==> config.mk <==
export PLATFORM = sky130hd
export DESIGN_NAME = icache_tag_store_flat
export DESIGN_NICKNAME = d
export VERILOG_FILES = /design/src/icache_pkg.sv /design/src/icache_fill_if.sv /design/src/icache_tag_store.sv /design/src/flat_wrapper.sv
export VERILOG_INCLUDE_DIRS = /design/src
export SDC_FILE = /design/constraint.sdc
export NUM_CORES = 2
export LEC_CHECK = 0
export ABC_AREA = 1
export BUFFER_PORTS_ARGS = -buffer_cell sky130_fd_sc_hd__buf_2
export CAP_MARGIN = 10
export CORE_UTILIZATION = 35
export DETAILED_ROUTE_END_ITERATION = 10
export SETUP_SLACK_MARGIN = 0.3
export SLEW_MARGIN = 30
export SYNTH_ARGS = -nofsm -noshare
export SYNTH_HDL_FRONTEND = slang
export SYNTH_SLANG_ARGS = --single-unit
==> constraint.sdc <==
create_clock -name clk -period 2 [get_ports clk]
set_input_delay 0.2 -clock clk [delete_from_list [all_inputs] [get_ports clk]]
set_output_delay 0.2 -clock clk [all_outputs]
set_load 0.05 [all_outputs]
==> src/icache_settings.svh <==
`ifndef ICACHE_SETTINGS_SVH
`define ICACHE_SETTINGS_SVH

// fetch address and data width
`define ICACHE_XLEN 32

// 8 KB direct mapped, 128 lines of 64 bytes
// address split is tag | index | offset
`define ICACHE_TAG_W 19
`define ICACHE_INDEX_W 7
`define ICACHE_OFFSET_W 6

`define ICACHE_LINES 128
`define ICACHE_WORDS_PER_LINE 16

// refill burst length field, beats minus one
`define ICACHE_BURST_LEN 15

// top nibble selects the uncached region
`define ICACHE_UNCACHE_W 4
`define ICACHE_UNCACHE_REGION 4'hA

`endif

==> src/icache_pkg.sv <==
`default_nettype none

`include "icache_settings.svh"

package icache_pkg;

  // one fetch address, two decodings
  typedef union packed {
    // line view for the tag and data stores
    struct packed {
      logic [`ICACHE_TAG_W-1:0]      tag;
      logic [`ICACHE_INDEX_W-1:0]    index;
      logic [`ICACHE_OFFSET_W-3:0]   word_sel;
      logic [1:0]                    byte_sel;
    } line;
    // region view for the uncached check
    struct packed {
      logic [`ICACHE_UNCACHE_W-1:0]             id;
      logic [`ICACHE_XLEN-`ICACHE_UNCACHE_W-1:0] rest;
    } region;
  } icache_addr_u;

  // controller states
  typedef enum logic [1:0] {
    ST_IDLE,
    ST_LOOKUP,
    ST_REFILL,
    ST_UNCACHED
  } icache_state_e;

endpackage

`default_nettype wire

==> src/icache_fill_if.sv <==
`timescale 1ns/100ps
`default_nettype none

`include "icache_settings.svh"

interface icache_fill_if;

  // one refill beat
  logic                          word_we;
  logic [`ICACHE_INDEX_W-1:0]    index;
  logic [`ICACHE_OFFSET_W-3:0]   word_sel;
  logic [`ICACHE_XLEN-1:0]       wdata;

  // tag update, pulses once after the last beat
  logic                          tag_we;
  logic [`ICACHE_TAG_W-1:0]      tag;

  modport ctrl (
    output word_we, index, word_sel, wdata, tag_we, tag
  );

  // tag store only needs the line and tag
  modport tag_store (
    input tag_we, index, tag
  );

  // data store takes the beats
  modport data_store (
    input word_we, index, word_sel, wdata
  );

endinterface

`default_nettype wire

==> src/icache_tag_store.sv <==
`timescale 1ns/100ps
`default_nettype none

`include "icache_settings.svh"

module icache_tag_store import icache_pkg::*; (
  input  logic            clk,
  input  logic            rst,
  input  logic            lookup_en_i,
  input  icache_addr_u    lookup_addr_i,
  input  logic            flush_i,
  output logic            hit_o,
  icache_fill_if.tag_store fill
);

  // per line valid bit
  logic [`ICACHE_LINES-1:0]    valid_q;

  // stored tags
  logic [`ICACHE_TAG_W-1:0]    tag_mem [`ICACHE_LINES];

  // registered lookup address
  logic [`ICACHE_INDEX_W-1:0]  idx_q;
  logic [`ICACHE_TAG_W-1:0]    tag_q;

  // valid bits, cleared on reset or fence.i flush
  always_ff @(posedge clk) begin
    if (rst || flush_i) begin
      valid_q <= '0;
    end else if (fill.tag_we) begin
      valid_q[fill.index] <= 1'b1;
    end
  end

  // tag written once the whole line is in
  always_ff @(posedge clk) begin
    if (fill.tag_we) begin
      tag_mem[fill.index] <= fill.tag;
    end
  end

  // capture lookup address on the fetch accept edge
  // and again on the re-lookup after a refill
  always_ff @(posedge clk) begin
    if (lookup_en_i) begin
      idx_q <= lookup_addr_i.line.index;
      tag_q <= lookup_addr_i.line.tag;
    end
  end

  // compare against current array contents
  // so a tag write shows up at the next edge
  assign hit_o = valid_q[idx_q] && (tag_mem[idx_q] == tag_q);

endmodule

`default_nettype wire

==> src/flat_wrapper.sv <==
// flat-port wrapper written by rule: the top's interface ports become plain ports
module icache_tag_store_flat import icache_pkg::*;
  (clk, rst, lookup_en_i, lookup_addr_i, flush_i, hit_o, fill_tag_we, fill_index, fill_tag);
  icache_fill_if fill_i ();
  input  logic clk;
  input  logic rst;
  input  logic lookup_en_i;
  input  icache_addr_u lookup_addr_i;
  input  logic flush_i;
  output logic hit_o;
  input wire logic [$bits(fill_i.tag_we)-1:0] fill_tag_we;
  input wire logic [$bits(fill_i.index)-1:0] fill_index;
  input wire logic [$bits(fill_i.tag)-1:0] fill_tag;
  assign fill_i.tag_we = fill_tag_we;
  assign fill_i.index = fill_index;
  assign fill_i.tag = fill_tag;
  icache_tag_store u_core (.clk(clk), .rst(rst), .lookup_en_i(lookup_en_i), .lookup_addr_i(lookup_addr_i), .flush_i(flush_i), .hit_o(hit_o), .fill(fill_i));
endmodule
Yosys cells after proc, flatten, opt, wreduce, memory -nomap -nowiden
Memory sizes are Yosys's and may differ from the RTL's. A register that Yosys moved wholly into a read port is not among the register bits.
Cells that the tools add are included.
Storage, ports and cells
  bits of input ports: 63
  flip-flop bits (word level): 154
  memories: 1
  output and inout bits: 1
  RAM bits: 2432
Cells by class
  bitwise logic cells: 1
  reductions and logical operators: 3
  eq/ne operators: 1
  order comparisons: 3
  multiplexer cells: 7
Memory list
  u_core.tag_mem: words 128, width 19, read ports 1, clocked after Yosys merged registers in 1, write ports 1, line icache_tag_store.sv:20  | logic [`ICACHE_TAG_W-1:0] tag_mem [`ICACHE_LINES];
Operators by type and width (count)
  $or A128 B128 Y128: 1
  $eq A19 B19 Y1: 1
  $lt A7 B8 Y1 const B: 2
  $bmux W1 S7: 1
  $demux W1 S7: 1
  $ge A7 B1 Y1 const B: 1
  $mux W7: 1
  $mux W1: 4
  $logic_and A1 B1 Y1: 2
  $logic_or A1 B1 Y1: 1

Longest topological paths before layout
  depth after elaboration: 5
  gate-level depth with buffers: 19

Least setup slack after synthesis
OpenSTA, ideal clock, no wires.
  path kind: register to output
  start: reg u_core.idx_q[0]
  end: out hit_o
  arrival: 2.375 ns
  data required time: 1.800 ns
  buffers on the path: 2
  slack: -0.575 ns
  stages on the path, launching flop included: 20
  path through: edfxtp_1 > inv_1 > buf_2 > buf_1 > nand2_1 > nand3_1 > nand3_1 > nand2_1 > nand2_1 > nand3_1 > nand3_1 > nand2_1 > nand2_1 > nand2_1 > nand2_1 > inv_1 > nand2_1 > nor2_1 > nand3_1 > nor2_1
On the way
  cells in the longest elaborated chain, start to end: 3
Ends and longest elaborated chain
  from (decl): line icache_tag_store.sv:23  | logic [`ICACHE_INDEX_W-1:0] idx_q;
  from (signal assigned): line icache_tag_store.sv:46  | idx_q <= lookup_addr_i.line.index;
  $bmux W1 S7: line icache_tag_store.sv:53  | assign hit_o = valid_q[idx_q] && (tag_mem[idx_q] == tag_q);
  $mux W1 (implied by the code): line icache_tag_store.sv:53
  $logic_and A1 B1 Y1: line icache_tag_store.sv:53
  to (decl): line flat_wrapper.sv:10  | output logic hit_o;
No other way between the ends. The select of a mux whose other input is x is not followed.

==> reports/metrics.yaml <==
antenna_left: 0
vias: 73295
clock.fmax_mhz: 240.1
p_per_area_nw_per_um2: 963.6
crit_path_start_kind: "register"
netlist_area_um2: 103800
dpl_cell_area_um2: 116300
routed_via_density: 5.360
crit_arrival_ps: 3960
die_y_um: 546.5
worstSetupPathType: "register to output pin"
cts.clk_slew.worst_paths_ps: 60
numPortBuffers: 57
hold_path_class: "input port to register"
mostFrequentLayoutCells: "2657 x nand2_1, 2458 x edfxtp_1, 2313 x nand3_1"
io_pins: 64
p_leak_nw: 45.83
gp_congestion: 0.9106
core_region_area_um2: 294300
start_util_pct: 35.26
clk_path_buf_depth: 4
cp_max_fo: 19
hold_viol_final: 0
fin_crit_sh_pct: 208.2
grt_pass1_vias: 68901
fillerInstances: 26514
rsz0062_at_grt: "true"
ys.flop_type: "edfxtp_1"
grt_max_degree: 129
htree_levels: 5
setup_slack_ps: -2165
root_buffer: "clkbuf_16"
skew_ps: 9.321
antenna_found_initial: 23
final_common_cell: "nand2_1"
cap_violations: 0
cts_tree: "yes"
setup_viol: 1
period_minus_slack_ps: 4165
dr.pass1.iters: 11
fin_setup_tns_ps: -2165
dieWidth_um: 546.5
outcome: "finished with violations"
cts_sinks: 2593
routedWlPerCell_um: 24.04
multi_input_area_um2: 25940
violations: "design-rule violations, negative setup slack"
clk_latency_ps: 920
synth_area_leader_cell: "edfxtp_1"
synth_nets: 8935
fin_area_um2: 128800
grtUsageTotal_pct: 21.49
drive_gt1_share_pct: 16.76
synth_cell_type_count: 19
grt_pass1_wl_mm: 475.1
synthArstFlopShare_pct: 0
register_area_um2: 76530
ir_drop_mv: 0.9380
syn_avg_cell_area_um2: 11.70
dieArea_um2: 298600
cts_buffers: 287
end_kind: "output pin"
relSlewSlack_pct: 48.69
rows: 199
fin_nets: 9608
maxSlewViolCount: 0
synth_warnings: 0
netlist_instances: 8872
routed_wl_mm: 328.8
worst_pin_slew_ps: 769.6
drt_iter0_markers: 9561
synth.area.top_cells: "edfxtp_1 71%, nand3_1 12%, nand2_1 9.6%"
synth-seq-area-share_pct: 73.74
critPathRequiredTime_ps: 1800
overflow: 0
hpwlAfterDp_mm: 196.6
drt_drc_violations_left: 4
syn2layout_area_growth_pct: 24.10
yosys.area.top_type_share_pct: 71.13
synth-seq-cells: 2593
synth_enable_flop_cells: 2458
## stage by stage
step	setup WS, ps	utilization, %	cells	total power, mW	hold slack [ps]
final	-2165	43.75	13675	124.1	43.83
after global routing	-2280	43.75	13673	127.5	66.50
after CTS	-2143	43.58	13662	124.3	8.867
after detailed placement	-1554	39.52	13049	73.41	378.4
after global placement	-1667	39.52	13049	73.28	376.8
after floorplan	-176.0	-	8872	67.14	298.9
## cells by family after synthesis
kind of cell | after synthesis | synth area share, %
DFF | 2593 | 73.74
buffers and inverters | 656 | 2.825
AOI/OAI and AO/OA | 11 | 0.05547
and+or+nand+nor | 5612 | 23.38
## path summary, 6_finish.rpt
kind                            slack, ps                               to  cells after the start                             from
worst min-delay path                   40  u_core.valid_q[73]$_SDFFE_PP0P_                      8                    fill_index[1]
worst max register to register        620                         register                      4        u_core.idx_q[0]$_DFFE_PP_
worst min register to register        470  u_core.valid_q[93]$_SDFFE_PP0P_                      2  u_core.valid_q[93]$_SDFFE_PP0P_
worst max-delay path                -2160                            hit_o                     19                         register
## registers in the layout, summed over array words and instances (netlist names), named ones only
signal,flops
u_core.valid_q,128
u_core.tag_mem,2432
u_core.idx_q,7
u_core.tag_q,19
## metal layers
metal / wire [um] / GRT usage [%] / share of wire [%]
met3: 30710 / 3.328 / 9.3
met1: 134300 / 29.88 / 41
met2: 150600 / 33.75 / 46
met4: 13070 / 8.413 / 4.0
met5: 34 / 0 / 0.010
## repair_timing
action,CTS,global route
gates resized for setup,270,68
cloned,29,5
endpoints found under the hold margin,2142,0
setup endpoints to repair,1,16
pin swaps,31,11
hold buffers,61,0
setup buffers,28,4
## worst max-delay path, stage by stage (launching register included)
cell and delay [ps]:
dfxtp_4 400, buf_12 180, buf_12 170, buf_16 170, buf_12 140, buf_12 100
clkbuf_16 180, nand2_1 60, nand3_1 80, nand3_1 70, nand3_1 160, nand3_2 200
nand3_2 180, nand3_1 110, nand3_1 100, nand4_1 90, nor2_1 110, nand2_1 100
nor2_4 220, buf_12 170
## cells in the mapped netlist (3+ instances only)
cell type and n:
nor3_1 9, buf_4 7, nand3_1 2515, nand3b_1 7, nor2_1 418, buf_2 354
inv_2 5, edfxtp_1 2458, clkinv_1 5, inv_1 66, nand2_1 2659, nand4_1 3
o21ai_0 8, buf_1 70, dfxtp_1 135, clkbuf_1 149
## report_power, final
group / internal (mW) / leakage, nW / switching, mW
combinational: 4.97 / 18.3 / 9.26
sequential: 59.6 / 23.2 / 0.159
clock: 29.2 / 4.27 / 20.9
## layout make-up
type | count | area share, %
repair inverters | 2 | 0.02235
repair buffers | 962 | 9.541
clock buffers | 356 | 5.843
clock inverters | 139 | 0.9357
inverters | 76 | 0.2604
multi-input cells | 5623 | 20.15
flip-flops and latches | 2593 | 59.44
well taps | 3919 | 3.808
diodes | 5 | 0.009717
Note: power is estimated with default switching activity, not from simulation.
