===== src/icache_settings.svh =====
`ifndef ICACHE_SETTINGS_SVH
`define ICACHE_SETTINGS_SVH

// fetch address and data width
`define ICACHE_XLEN 32

// 8 KB direct mapped, 128 lines of 64 bytes
// address split is tag | index | offset
`define ICACHE_TAG_W 19
`define ICACHE_INDEX_W 7
`define ICACHE_OFFSET_W 6

`define ICACHE_LINES 128
`define ICACHE_WORDS_PER_LINE 16

// refill burst length field, beats minus one
`define ICACHE_BURST_LEN 15

// top nibble selects the uncached region
`define ICACHE_UNCACHE_W 4
`define ICACHE_UNCACHE_REGION 4'hA

`endif


===== src/icache_pkg.sv =====
`default_nettype none

`include "icache_settings.svh"

package icache_pkg;

  // one fetch address, two decodings
  typedef union packed {
    // line view for the tag and data stores
    struct packed {
      logic [`ICACHE_TAG_W-1:0]      tag;
      logic [`ICACHE_INDEX_W-1:0]    index;
      logic [`ICACHE_OFFSET_W-3:0]   word_sel;
      logic [1:0]                    byte_sel;
    } line;
    // region view for the uncached check
    struct packed {
      logic [`ICACHE_UNCACHE_W-1:0]             id;
      logic [`ICACHE_XLEN-`ICACHE_UNCACHE_W-1:0] rest;
    } region;
  } icache_addr_u;

  // controller states
  typedef enum logic [1:0] {
    ST_IDLE,
    ST_LOOKUP,
    ST_REFILL,
    ST_UNCACHED
  } icache_state_e;

endpackage

`default_nettype wire


===== src/icache_fill_if.sv =====
`timescale 1ns/100ps
`default_nettype none

`include "icache_settings.svh"

interface icache_fill_if;

  // one refill beat
  logic                          word_we;
  logic [`ICACHE_INDEX_W-1:0]    index;
  logic [`ICACHE_OFFSET_W-3:0]   word_sel;
  logic [`ICACHE_XLEN-1:0]       wdata;

  // tag update, pulses once after the last beat
  logic                          tag_we;
  logic [`ICACHE_TAG_W-1:0]      tag;

  modport ctrl (
    output word_we, index, word_sel, wdata, tag_we, tag
  );

  // tag store only needs the line and tag
  modport tag_store (
    input tag_we, index, tag
  );

  // data store takes the beats
  modport data_store (
    input word_we, index, word_sel, wdata
  );

endinterface

`default_nettype wire


===== src/icache_ctrl.sv =====
`timescale 1ns/100ps
`default_nettype none

`include "icache_settings.svh"

module icache_ctrl import icache_pkg::*; (
  input  logic                     clk,
  input  logic                     rst,
  // fetch request
  input  logic                     fetch_valid_i,
  input  icache_addr_u             fetch_addr_i,
  output logic                     fetch_ready_o,
  // fetch response
  output logic                     rsp_valid_o,
  output logic [`ICACHE_XLEN-1:0]  rsp_data_o,
  input  logic                     rsp_ready_i,
  input  logic                     flush_i,
  // store lookup
  input  logic                     hit_i,
  input  logic [`ICACHE_XLEN-1:0]  rdata_i,
  output icache_addr_u             lookup_addr_o,
  output logic                     lookup_en_o,
  output logic                     flush_o,
  // memory request
  output logic                     mem_req_valid_o,
  output logic [`ICACHE_XLEN-1:0]  mem_req_addr_o,
  output logic [7:0]               mem_req_len_o,
  input  logic                     mem_req_ready_i,
  // memory data
  input  logic                     mem_rsp_valid_i,
  input  logic [`ICACHE_XLEN-1:0]  mem_rsp_data_i,
  output logic                     mem_rsp_ready_o,
  icache_fill_if.ctrl              fill
);

  localparam int WSEL_W = `ICACHE_OFFSET_W - 2;
  localparam logic [WSEL_W-1:0] LAST_BEAT = WSEL_W'(`ICACHE_BURST_LEN);

  icache_state_e            state_q;
  icache_state_e            state_d;

  // mirrors state_q == ST_IDLE, but low during reset
  logic                     ready_q;

  // accepted fetch address
  icache_addr_u             addr_q;

  logic                     accept;
  logic                     uncached;
  logic                     miss_start;
  logic                     expect_beat;
  logic                     beat;
  logic                     last_beat;
  logic                     unc_fire;

  logic                     mem_req_valid_q;
  logic [`ICACHE_XLEN-1:0]  mem_req_addr_q;
  logic [7:0]               mem_req_len_q;

  logic [WSEL_W-1:0]        beat_cnt_q;
  logic                     tag_we_q;

  // single beat uncached response
  logic                     unc_valid_q;
  logic [`ICACHE_XLEN-1:0]  unc_data_q;

  assign accept   = fetch_valid_i && ready_q;
  assign uncached = (addr_q.region.id == `ICACHE_UNCACHE_REGION);

  // lookup done without a usable hit, memory needed
  assign miss_start = (state_q == ST_LOOKUP) && (uncached || !hit_i);

  // data is only expected once the request went out
  // and until the burst or single beat is complete
  assign expect_beat = !mem_req_valid_q &&
                       (((state_q == ST_REFILL) && !tag_we_q) ||
                        ((state_q == ST_UNCACHED) && !unc_valid_q));
  assign beat      = mem_rsp_valid_i && expect_beat;
  assign last_beat = beat && (state_q == ST_REFILL) && (beat_cnt_q == LAST_BEAT);
  assign unc_fire  = (state_q == ST_UNCACHED) && unc_valid_q && rsp_ready_i;

  // next state
  always_comb begin
    state_d = state_q;
    case (state_q)
      ST_IDLE: begin
        if (accept) begin
          state_d = ST_LOOKUP;
        end
      end
      ST_LOOKUP: begin
        if (uncached) begin
          state_d = ST_UNCACHED;
        end else if (!hit_i) begin
          state_d = ST_REFILL;
        end else if (rsp_ready_i) begin
          state_d = ST_IDLE;
        end
      end
      ST_REFILL: begin
        // tag write cycle doubles as the re-lookup
        if (tag_we_q) begin
          state_d = ST_LOOKUP;
        end
      end
      ST_UNCACHED: begin
        if (unc_fire) begin
          state_d = ST_IDLE;
        end
      end
      default: begin
        state_d = ST_IDLE;
      end
    endcase
  end

  // control state
  always_ff @(posedge clk) begin
    if (rst) begin
      state_q         <= ST_IDLE;
      ready_q         <= 1'b0;
      mem_req_valid_q <= 1'b0;
      beat_cnt_q      <= '0;
      tag_we_q        <= 1'b0;
      unc_valid_q     <= 1'b0;
    end else begin
      state_q  <= state_d;
      ready_q  <= (state_d == ST_IDLE);
      tag_we_q <= last_beat;
      // request held until memory takes it
      if (miss_start) begin
        mem_req_valid_q <= 1'b1;
      end else if (mem_req_ready_i) begin
        mem_req_valid_q <= 1'b0;
      end
      // beat counter restarts with every lookup
      if (state_q == ST_LOOKUP) begin
        beat_cnt_q <= '0;
      end else if (beat) begin
        beat_cnt_q <= beat_cnt_q + 1'b1;
      end
      if (beat && (state_q == ST_UNCACHED)) begin
        unc_valid_q <= 1'b1;
      end else if (unc_fire) begin
        unc_valid_q <= 1'b0;
      end
    end
  end

  // payload registers
  always_ff @(posedge clk) begin
    if (accept) begin
      addr_q <= fetch_addr_i;
    end
    if (miss_start) begin
      if (uncached) begin
        // exact word, one beat
        mem_req_addr_q <= addr_q;
        mem_req_len_q  <= 8'd0;
      end else begin
        // line aligned burst
        mem_req_addr_q <= {addr_q.line.tag, addr_q.line.index, {`ICACHE_OFFSET_W{1'b0}}};
        mem_req_len_q  <= 8'(`ICACHE_BURST_LEN);
      end
    end
    if (beat && (state_q == ST_UNCACHED)) begin
      unc_data_q <= mem_rsp_data_i;
    end
  end

  assign fetch_ready_o = ready_q;

  // store reads on accept, or on re-lookup after refill
  assign lookup_en_o   = accept || ((state_q == ST_REFILL) && tag_we_q);
  assign lookup_addr_o = (state_q == ST_IDLE) ? fetch_addr_i : addr_q;

  // fence.i only while idle and not fetching
  assign flush_o = ready_q && flush_i && !fetch_valid_i;

  // hit word straight from the data store register
  assign rsp_valid_o = ((state_q == ST_LOOKUP) && !uncached && hit_i) ||
                       ((state_q == ST_UNCACHED) && unc_valid_q);
  assign rsp_data_o  = (state_q == ST_UNCACHED) ? unc_data_q : rdata_i;

  assign mem_req_valid_o = mem_req_valid_q;
  assign mem_req_addr_o  = mem_req_addr_q;
  assign mem_req_len_o   = mem_req_len_q;
  assign mem_rsp_ready_o = expect_beat;

  // line fill path
  assign fill.word_we  = beat && (state_q == ST_REFILL);
  assign fill.index    = addr_q.line.index;
  assign fill.word_sel = beat_cnt_q;
  assign fill.wdata    = mem_rsp_data_i;
  assign fill.tag_we   = tag_we_q;
  assign fill.tag      = addr_q.line.tag;

endmodule

`default_nettype wire


===== src/flat_wrapper.sv =====
// flat-port wrapper written by rule: the top's interface ports become plain ports
module icache_ctrl_flat import icache_pkg::*;
  (clk, rst, fetch_valid_i, fetch_addr_i, fetch_ready_o, rsp_valid_o, rsp_data_o, rsp_ready_i, flush_i, hit_i, rdata_i, lookup_addr_o, lookup_en_o, flush_o, mem_req_valid_o, mem_req_addr_o, mem_req_len_o, mem_req_ready_i, mem_rsp_valid_i, mem_rsp_data_i, mem_rsp_ready_o, fill_word_we, fill_index, fill_word_sel, fill_wdata, fill_tag_we, fill_tag);
  icache_fill_if fill_i ();
  input  logic clk;
  input  logic rst;
  input  logic fetch_valid_i;
  input  icache_addr_u fetch_addr_i;
  output logic fetch_ready_o;
  output logic rsp_valid_o;
  output logic [`ICACHE_XLEN-1:0] rsp_data_o;
  input  logic rsp_ready_i;
  input  logic flush_i;
  input  logic hit_i;
  input  logic [`ICACHE_XLEN-1:0] rdata_i;
  output icache_addr_u lookup_addr_o;
  output logic lookup_en_o;
  output logic flush_o;
  output logic mem_req_valid_o;
  output logic [`ICACHE_XLEN-1:0] mem_req_addr_o;
  output logic [7:0] mem_req_len_o;
  input  logic mem_req_ready_i;
  input  logic mem_rsp_valid_i;
  input  logic [`ICACHE_XLEN-1:0] mem_rsp_data_i;
  output logic mem_rsp_ready_o;
  output wire logic [$bits(fill_i.word_we)-1:0] fill_word_we;
  output wire logic [$bits(fill_i.index)-1:0] fill_index;
  output wire logic [$bits(fill_i.word_sel)-1:0] fill_word_sel;
  output wire logic [$bits(fill_i.wdata)-1:0] fill_wdata;
  output wire logic [$bits(fill_i.tag_we)-1:0] fill_tag_we;
  output wire logic [$bits(fill_i.tag)-1:0] fill_tag;
  assign fill_word_we = fill_i.word_we;
  assign fill_index = fill_i.index;
  assign fill_word_sel = fill_i.word_sel;
  assign fill_wdata = fill_i.wdata;
  assign fill_tag_we = fill_i.tag_we;
  assign fill_tag = fill_i.tag;
  icache_ctrl u_core (.clk(clk), .rst(rst), .fetch_valid_i(fetch_valid_i), .fetch_addr_i(fetch_addr_i), .fetch_ready_o(fetch_ready_o), .rsp_valid_o(rsp_valid_o), .rsp_data_o(rsp_data_o), .rsp_ready_i(rsp_ready_i), .flush_i(flush_i), .hit_i(hit_i), .rdata_i(rdata_i), .lookup_addr_o(lookup_addr_o), .lookup_en_o(lookup_en_o), .flush_o(flush_o), .mem_req_valid_o(mem_req_valid_o), .mem_req_addr_o(mem_req_addr_o), .mem_req_len_o(mem_req_len_o), .mem_req_ready_i(mem_req_ready_i), .mem_rsp_valid_i(mem_rsp_valid_i), .mem_rsp_data_i(mem_rsp_data_i), .mem_rsp_ready_o(mem_rsp_ready_o), .fill(fill_i));
endmodule

===== config.mk =====
export PLATFORM = sky130hd
export DESIGN_NAME = icache_ctrl_flat
export DESIGN_NICKNAME = d
export VERILOG_FILES = /design/src/icache_pkg.sv /design/src/icache_fill_if.sv /design/src/icache_ctrl.sv /design/src/flat_wrapper.sv
export VERILOG_INCLUDE_DIRS = /design/src
export SDC_FILE = /design/constraint.sdc
export NUM_CORES = 1
export LEC_CHECK = 0
export BUFFER_PORTS_ARGS = -buffer_cell sky130_fd_sc_hd__buf_2
export CORE_ASPECT_RATIO = 0.8
export CORE_MARGIN = 3
export CORE_UTILIZATION = 37
export CTS_CLUSTER_DIAMETER = 150
export DETAILED_ROUTE_END_ITERATION = 6
export GPL_TIMING_DRIVEN = 1
export PLACE_DENSITY_LB_ADDON = 0.12
export SYNTH_ARGS = -nofsm -noshare
export SYNTH_HDL_FRONTEND = slang
export SYNTH_SLANG_ARGS = --single-unit

===== constraint.sdc =====
create_clock -name clk -period 2.92 [get_ports clk]
set_input_delay 0.146 -clock clk [delete_from_list [all_inputs] [get_ports clk]]
set_output_delay 0.146 -clock clk [all_outputs]
set_load 0.02 [all_outputs]

# --- Word level (Yosys, flattened, before mapping) ---
# Index checks and enable logic that the tools add are counted.
# W data, S select, Z words.
classes:
  n_addsub: 1
  n_mul: 0
  div: 0
  n_lt_le_gt_ge: 0
  eq_ne: 5
  n_shift: 0
  muxes: 14
  bitwise_logic: 0
  reduce_logical: 31
ops:
  columns: ["cell", "n"]
  rows:
  - ["$mux W32", 2]
  - ["$logic_and A1 B1 Y1", 16]
  - ["$mux W2", 6]
  - ["$eq A4 B4 Y1 const B", 2]
  - ["$pmux W2 S4", 1]
  - ["$logic_not A1 Y1", 6]
  - ["$add A4 B1 Y4 const B", 1]
  - ["$eq A2 B2 Y1 const B", 2]
  - ["$logic_not A2 Y1", 2]
  - ["$logic_or A1 B1 Y1", 4]
  - ["$mux W1", 4]
  - ["$mux W4", 1]
  - ["$reduce_bool A2 Y1", 2]
  - ["$eq A2 B1 Y1 const B", 1]
  - ["$reduce_or A2 Y1", 1]
totals:
  ff_bits: 114
  latch_bits: 0
  ramBits: 0
  romBits: 0
  elab_cells: 62
  mem_count: 0

# --- Longest topological paths before layout ---
# Gate-level depths: netlist (run 1).
depth:
  depth_word: 7
  ltp_mapped: 5
  depth_no_buf: 5

# --- Worst setup path after synthesis (run 1) ---
# Ideal clock, no wire load.
synth_timing:
  path_kind: "reg-to-reg"
  startpoint: "register u_core.state_q[0]"
  endpoint: "register u_core.unc_data_q[0] (enable)"
  setup_time_ps: 421
  arrival_time_ps: 2863
  required_ps: 2499
  slack_ps: -365
  path_stages_with_launch: 6
  n_path_buf: 1
  synth_period_minus_slack_ps: 3285
  cell_sequence: "dfxtp_1 buf_6 mux2_4 nor3b_1 nand2_1 nor2_1"
synth_via:
  elab_chain_cells: 6
  elab_cells_between_ends: 8
  cone_classes: "eq/ne (2); reduce/logical (6)"
synth_rtl:
  columns: ["element", "line", "text"]
  rows:
  - ["start: declaration", "icache_ctrl.sv:39", "icache_state_e state_q;"]
  - ["start signal: assignment", "icache_ctrl.sv:127", "state_q <= state_d;"]
  - ["$eq A2 B2 Y1 (on tied branches)", "icache_ctrl.sv:76, icache_ctrl.sv:77", null]
  - ["$logic_and A1 B1 Y1 (on tied branches)", "icache_ctrl.sv:76, icache_ctrl.sv:77", null]
  - ["$logic_or A1 B1 Y1 (*)", "icache_ctrl.sv:76", "(((state_q == ST_REFILL) && !tag_we_q) ||"]
  - ["$logic_and A1 B1 Y1 (*)", "icache_ctrl.sv:75", "assign expect_beat = !mem_req_valid_q &&"]
  - ["named net mem_rsp_ready_o", "flat_wrapper.sv:25", "output logic mem_rsp_ready_o;"]
  - ["$logic_and A1 B1 Y1 (*)", "icache_ctrl.sv:78", "assign beat = mem_rsp_valid_i && expect_beat;"]
  - ["$logic_and A1 B1 Y1 (*)", "icache_ctrl.sv:166", "if (beat && (state_q == ST_UNCACHED)) begin"]
  - ["end signal: assignment", "icache_ctrl.sv:167", "unc_data_q <= mem_rsp_data_i;"]
  - ["end: declaration", "icache_ctrl.sv:65", "logic [`ICACHE_XLEN-1:0] unc_data_q;"]
# Mark *: on every way through the listed nets, which the timed path passes. The rest lies on a longest branch.
# A chain may end at the register's enable or synchronous reset.

# --- Final worst setup path (run 1) ---
layout_timing:
  startpoint: "register u_core.state_q[0]"
  endpoint: "output fill_word_we"
layout_via:
  elab_chain_cells: 6
  elab_cells_between_ends: 8
  cone_classes: "eq/ne (2); reduce/logical (6)"
layout_rtl:
  columns: ["element", "line", "text"]
  rows:
  - ["$eq A2 B2 Y1 (on tied branches)", "icache_ctrl.sv:76, icache_ctrl.sv:191, icache_ctrl.sv:77", null]
  - ["$logic_and A1 B1 Y1 (on tied branches)", "icache_ctrl.sv:76, icache_ctrl.sv:77", null]
  - ["$logic_or A1 B1 Y1", "icache_ctrl.sv:76", null]
  - ["$logic_and A1 B1 Y1", "icache_ctrl.sv:75", null]
  - ["$logic_and A1 B1 Y1", "icache_ctrl.sv:78", null]
  - ["$logic_and A1 B1 Y1 (*)", "icache_ctrl.sv:191", "assign fill.word_we = beat && (state_q == ST_REFILL);"]
  - ["end: declaration", "flat_wrapper.sv:26", "output wire logic [$bits(fill_i.word_we)-1:0] fill_word_we;"]
# Every way passes the cells marked *; elsewhere a longest branch is shown, timed or not.

==> results.ini, run 1 <==
[outcome]
status = finished, final reports clean

[place]
place_inst = 682
port_buffers = 273
placed_area_sq_um = 5870
dp_hpwl_um = 8570
place.gp.congestion = 0.813

[critical_path]
reg2reg_from = u_core.state_q[0]
crit_path_start = u_core.state_q[0]
crit_path_start_kind = flip-flop
ff2ff_path_depth = 5
slowest_delay_ns = 0.54
crit_type = flip-flop to primary output
cp-end-kind = primary output
critPathArrivalTime_ns = 1.94
crit_family = flip-flops
path_cells = mux2_4 > nor3b_1 > nand2_1 > nor2_1 > buf_2
r2r_slack_ns = 0.83
path_buf_inv = 1
slowest_stage = dfxtp_1
regToRegEndpoint = u_core.unc_data_q[17]
path_max_fanout = 8
cp.required_ns = 2.77

[clock_tree]
cts_setup_buffers = 0
htree_levels = 3
cts_tree = yes
cts_buffers = 9
clk_pin_slew_ns = 0.07
cts.repair.resized = 0
root_buffer = clkbuf_16
clock_latency_ns = 0.34
clockBufferDepth = 2
cts.sinks = 107
cts_hold_buf = 64

[finish]
antenna_cells = 0
final_cells = 762
nNetsFinal = 691
area_delta_synth_final_pct = 42.8
fill_cells = 1085
design_area_sq_um = 6780
layout-drive-gt1-share_pct = 62.4

[detailed_routing]
drt_wl_total_um = 12100
drc = 0
wl_per_cell_um = 15.8
drt-vias-per-instance = 4.40
ant_nets = 0
dr.pass1.iters = 4
num_vias = 3352
drtIter0Drc = 182

[floorplan]
die_w_um = 133
row_count = 36
dieArea_sq_um = 14200
ios = 278
core-area_sq_um = 12300
initial_core_util_pct = 38.5
fp.dieH_um = 107

[worst_hold_path]
hold_path_depth = 2
min_to = u_core.mem_req_valid_o
min_path_type = input pin to flip-flop
min-delay-start = rst

[yosys]
synthCells = 303
ys_ff_latch = 107
synthesis.area_sq_um = 4750
ys_types = 36
synth_top_area_cell = edfxtp_1
yosysSeqAreaShare_pct = 65.6
synth_top_area_share_pct = 61.3
synth.avg_cell_area_sq_um = 15.7
netlist_top_cells_area = edfxtp_1 61%, mux2_2 15%, buf_4 10%, dfxtp_1 4.2%, and2_1 0.92%
synth_warnings = 0

[job]
drv_cap = 0

[global_routing]
grt_overflow = 0
grt_max_degree = 35
grt_pass1_wl_um = 18500
antenna_found_initial = 0
grt_usage_pct = 16.8
grt_pass1_vias = 3577

[power]
fin_total_pwr_uw = 3440
pwr_density_cell_nw_per_um2 = 508
peakVddDrop_uv = 311
cellLeakagePower_uw = 0.00292

[timing]
period_share_pct = 71.6
setup_tns_ns = 0
period_needed_ns = 2.09
max_freq_mhz = 478
hold_viol_final = 0
slew_viol_final = 0
setup_viol = 0
finalClockSkew_ns = 0.00745
rsz0062_at_grt = no

==> power by group <==
part	leakage (uW)	internal, uW	switching [uW]
Sequential	0.000973	1710	23.7
Clock	0.000139	585	554
Combinational	0.00180	256	314
Total	0.00292	2550	892
==> layout by cell type, fill, tap and decap left out, types with 2 or more instances in the layout <==
master / instances
clkinv_4: 2
clkinv_2: 2
nor2_1: 8
edfxtp_1: 97
inv_1: 3
conb_1: 4
and2_1: 7
a21oi_1: 2
xnor2_1: 2
buf_4: 5
clkbuf_16: 9
mux2_2: 64
nor2_2: 2
nand3_1: 2
buf_2: 273
a211oi_1: 2
nand2_1: 8
dlygate4sd3_1: 64
dfxtp_1: 10
nand2b_1: 2
==> area by class of cell <==
type                    instances  area, sq um  area share (%)
clock inverters                 7         51.3           0.756
multi-input cells             122         1120            16.5
inverters                       4         15.0           0.221
flip-flops and latches        107         3110            45.9
well taps                     171          214            3.15
clock buffers                   9          225            3.32
repair buffers                342         2040            30.1
==> Yosys cell counts <==
master	number
dfxtp_1	10
buf_2	6
nor3b_1	1
nand2b_1	2
and4bb_2	1
clkbuf_1	1
nand2_1	8
nor3_2	1
conb_1	1
buf_4	65
o21ai_1	1
ha_1	1
a21oi_1	3
nor2_1	10
mux2_2	64
and2_1	7
edfxtp_1	97
or3_1	1
mux4_2	1
inv_1	3
xnor2_1	2
nor4_1	1
inv_2	1
nor2_2	1
a31o_2	1
a211oi_1	2
mux2_4	1
nor2b_1	1
a32oi_1	1
xor2_1	1
or4b_4	1
nand3_1	2
mux2i_1	1
buf_6	1
and3b_1	1
nor4_2	1
==> kinds of logic after synthesis <==
logic type | Yosys count | share of synthesized area, %
flip-flops | 107 | 65.6
buffers and inverters | 77 | 11.5
multiplexers | 67 | 16.2
AND/OR/NAND/NOR | 39 | 4.72
AO/OA/AOI/OAI | 8 | 1.11
XOR/XNOR | 3 | 0.553
adder cells (fa/ha/maj) | 1 | 0.263
other | 1 | 0.0790
==> worst max-delay path by stage <==
stage / end / slack (ns) / cells past startpoint
final: fill_word_we / 0.83 / 5
after global routing: u_core.unc_data_q[17] / 0.64 / 5
after CTS: u_core.unc_data_q[17] / 0.81 / 5
after detailed placement: u_core.unc_data_q[9] / 0.83 / 5
after global placement: u_core.unc_data_q[6] / 0.90 / 5
after floorplan: u_core.unc_data_q[0] / 0.14 / 5
==> registers in the layout (all words and copies together) (netlist names) <==
| signal | count |
|---|---|
| u_core.mem_req_valid_o | 1 |
| u_core.mem_req_len_o | 1 |
| u_core.unc_valid_q | 1 |
| u_core.unc_data_q | 32 |
| u_core.state_q | 2 |
| u_core.fill.word_sel | 4 |
| u_core.mem_req_addr_o | 32 |
| u_core.fill.tag_we | 1 |
| u_core.addr_q | 32 |
| u_core.fetch_ready_o | 1 |
==> per-layer routing <==
layer | global-route usage (%) | wire length (um)
met3 | 5.98 | 879
met5 | 0 | 0
met4 | 4.53 | 168
met2 | 30.2 | 6480
met1 | 19.0 | 4540
==> through the flow <==
stage	worst slack, ns	hold WS (ns)	util (%)
after CTS	0.812	0.0582	55.0
after global placement	0.905	0.335	47.5
after detailed placement	0.828	0.337	47.5
after global routing	0.645	0.0858	55.0
final	0.830	0.0984	55.0
after floorplan	0.144	0.217	-
Note: power is estimated with default switching activity, not from simulation.
==> run 2: changes to the inputs <==
ABC_AREA = 1   (was not set)
clock period = 1.8 ns   (was 2.92 ns; I/O delays follow)
==> run 2 against run 1 <==
Via count grew 13%. Critical path depth decreased by 1. Setup slack worse by 0.77 ns. Sequential share of layout area shrank 0.79 points. Largest cell class unchanged.
==> results.ini, run 2 <==
[finish]
final_cell_mix = 273 x buf_2, 123 x nand2_1, 97 x edfxtp_1  ; was 273 x buf_2, 97 x edfxtp_1, 64 x mux2_2, 64 x dlygate4sd3_1, 10 x dfxtp_1
nNetsFinal = 806  ; was 691
final_common_cell = buf_2  ; unchanged
design_area_sq_um = 6900  ; was 6780 sq um
area_delta_synth_final_pct = 44.3  ; was 42.8%
fill_cells = 1087  ; was 1085
antenna_cells = 0  ; unchanged
layout-drive-gt1-share_pct = 47.0  ; was 62.4%

[detailed_routing]
drc = 0  ; unchanged
drt-vias-per-instance = 4.34  ; was 4.40
dr.pass1.iters = 4  ; unchanged
drt_wl_total_um = 12500  ; was 12100 um
ant_nets = 0  ; unchanged
drtIter0Drc = 207  ; was 182
num_vias = 3804  ; was 3352
wl_per_cell_um = 14.3  ; was 15.8 um

[critical_path]
crit_type = flip-flop to primary output  ; unchanged
path_max_fanout = 35  ; was 8
cp.required_ns = 1.71  ; was 2.77 ns
crit_path_start_kind = flip-flop  ; unchanged
cp-end-kind = primary output  ; unchanged
reg2reg_from = u_core.state_q[0]  ; unchanged
critPathArrivalTime_ns = 1.65  ; was 1.94 ns
crit_path_start = u_core.state_q[0]  ; unchanged

[yosys]
synth_top_area_share_pct = 60.9  ; was 61.3%
synth_edf_count = 97  ; unchanged
async_flop_share_pct = 0  ; unchanged
ys_ff_latch = 107  ; unchanged
netlist_top_cells_area = edfxtp_1 61%, buf_4 11%, nand2_1 9.6%, mux2_2 5.4%, dfxtp_1 4.2%  ; was edfxtp_1 61%, mux2_2 15%, buf_4 10%, dfxtp_1 4.2%, and2_1 0.92%
synth.avg_cell_area_sq_um = 11.6  ; was 15.7 sq um
synthCells = 414  ; was 303
synth_common_cells = 123 x nand2_1, 97 x edfxtp_1, 67 x buf_4  ; was 97 x edfxtp_1, 65 x buf_4, 64 x mux2_2
synth_most_common_cell = nand2_1  ; was edfxtp_1
synth_warnings = 0  ; unchanged
yosysSeqAreaShare_pct = 65.0  ; was 65.6%
synthesis.area_sq_um = 4790  ; was 4750 sq um
synth_top_area_cell = edfxtp_1  ; unchanged
synthFlopType = edfxtp_1  ; unchanged
ys_types = 22  ; was 36

[clock_tree]
cts.sinks = 107  ; unchanged
clockBufferDepth = 2  ; unchanged
htree_levels = 3  ; unchanged
cts_tree = yes  ; unchanged
cts_buffers = 9  ; unchanged
root_buffer = clkbuf_16  ; unchanged
clk_pin_slew_ns = 0.07  ; about the same
clock_latency_ns = 0.34  ; about the same

[timing]
setup_tns_ns = 0  ; unchanged
hold_viol_final = 0  ; unchanged
period_share_pct = 96.9
slew_viol_final = 0  ; unchanged
finalClockSkew_ns = 0.00432  ; was 0.00745 ns
setup_viol = 0  ; unchanged
rsz0062_at_grt = no  ; unchanged
max_freq_mhz = 573
period_needed_ns = 1.74

[power]
fin_total_pwr_uw = 5640  ; was 3440 uW
cellLeakagePower_uw = 0.00320  ; was 0.00292 uW
pwr_density_cell_nw_per_um2 = 817  ; was 508 nW/um^2
peakVddDrop_uv = 718  ; was 311 uV

[floorplan]
fp.dieH_um = 108  ; was 107 um
ios = 278  ; unchanged
initial_core_util_pct = 38.6  ; was 38.5%
dieArea_sq_um = 14300  ; was 14200 sq um
die_w_um = 133  ; about the same
core-area_sq_um = 12400  ; was 12300 sq um
row_count = 36  ; unchanged

[place]
placed_area_sq_um = 5960  ; was 5870 sq um
dp_hpwl_um = 9210  ; was 8570 um
port_buffers = 273  ; unchanged
place.gp.congestion = 0.824  ; was 0.813

[global_routing]
grt_max_degree = 36  ; was 35
antenna_found_initial = 0  ; unchanged
grt_pass1_wl_um = 18800  ; was 18500 um
grt_usage_pct = 16.5  ; was 16.8%
grt_overflow = 0  ; unchanged
grt_pass1_vias = 3737  ; was 3577

[job]
drv_cap = 0  ; unchanged

[worst_hold_path]
min_path_type = input pin to flip-flop  ; unchanged
min-delay-start = mem_req_ready_i  ; was rst

[outcome]
status = finished, final reports clean  ; unchanged

run 2: where the power goes:
part	internal (uW)	total (uW)	switching, uW
Clock	959	1830	869
Combinational	422	994	573
Sequential	2780	2820	37.0
Total	4160	5640	1480
run 2: timing repair:
item                                    4_1_cts  5_1_grt
gates resized for setup                       0        2
endpoints found under the setup margin       21       32
pin swaps                                     1        0
setup buffers                                 1        0
hold buffers                                 65        0
endpoints found under the hold margin        67        0
run 2: cell type report:
| class | instances | area [sq um] | area share, % |
|---|---|---|---|
| Clock buffer | 9 | 225 | 3.26 |
| Inverter | 27 | 109 | 1.58 |
| Clock inverter | 7 | 58.8 | 0.852 |
| Sequential cell | 107 | 3110 | 45.1 |
| Multi-Input combinational cell | 208 | 1050 | 15.2 |
| Tap cell | 171 | 214 | 3.10 |
| Timing Repair Buffer | 348 | 2130 | 30.9 |
run 2: final timing paths:
| check | endpoint | depth (start not counted) | slack, ns |
|---|---|---|---|
| setup / recovery | rsp_valid_o | 4 | 0.06 |
| hold / removal | u_core.mem_req_valid_o | 4 | 0.07 |
| setup reg to reg | u_core.mem_req_addr_o[11] | 5 | 0.19 |
| hold reg to reg | u_core.mem_req_addr_o[7] | 0 | 0.47 |
run 2: metrics by stage:
| step | hold slack [ns] | cells | setup WS [ns] | util, % |
|---|---|---|---|---|
| floorplan | 0.159 | 417 | 0.0717 | - |
| global placement | 0.280 | 795 | 0.255 | 48.1 |
| detailed placement | 0.281 | 795 | 0.172 | 48.1 |
| CTS | 0.0545 | 877 | 0.0254 | 55.7 |
| global route | 0.0749 | 877 | 0.00510 | 55.7 |
| finish | 0.0748 | 877 | 0.0562 | 55.7 |
run 2: per-layer routing:
layer,up-vias,GRT usage [%],wire length (um)
li1,1889,-,-
met1,1749,20.3,5130
met2,154,29.3,6430
met3,12,4.30,855
met4,0,3.45,118
met5,-,0,0
run 2: kinds of logic after synthesis:
| kind of cell | count (synthesis) | share of synthesized area (%) |
|---|---|---|
| AOI/OAI and AO/OA | 18 | 1.88 |
| other | 1 | 0.0784 |
| adders and majority gates | 1 | 0.261 |
| DFF | 107 | 65.0 |
| muxes | 24 | 5.65 |
| buffers and inverters | 102 | 13.4 |
| and+or+nand+nor | 161 | 13.7 |
run 2: critical path, stage by stage (launching register included):
cell and delay (ns):
dfxtp_1 0.47, nand2_2 0.10, buf_4 0.25, o21ai_0 0.28, buf_2 0.22
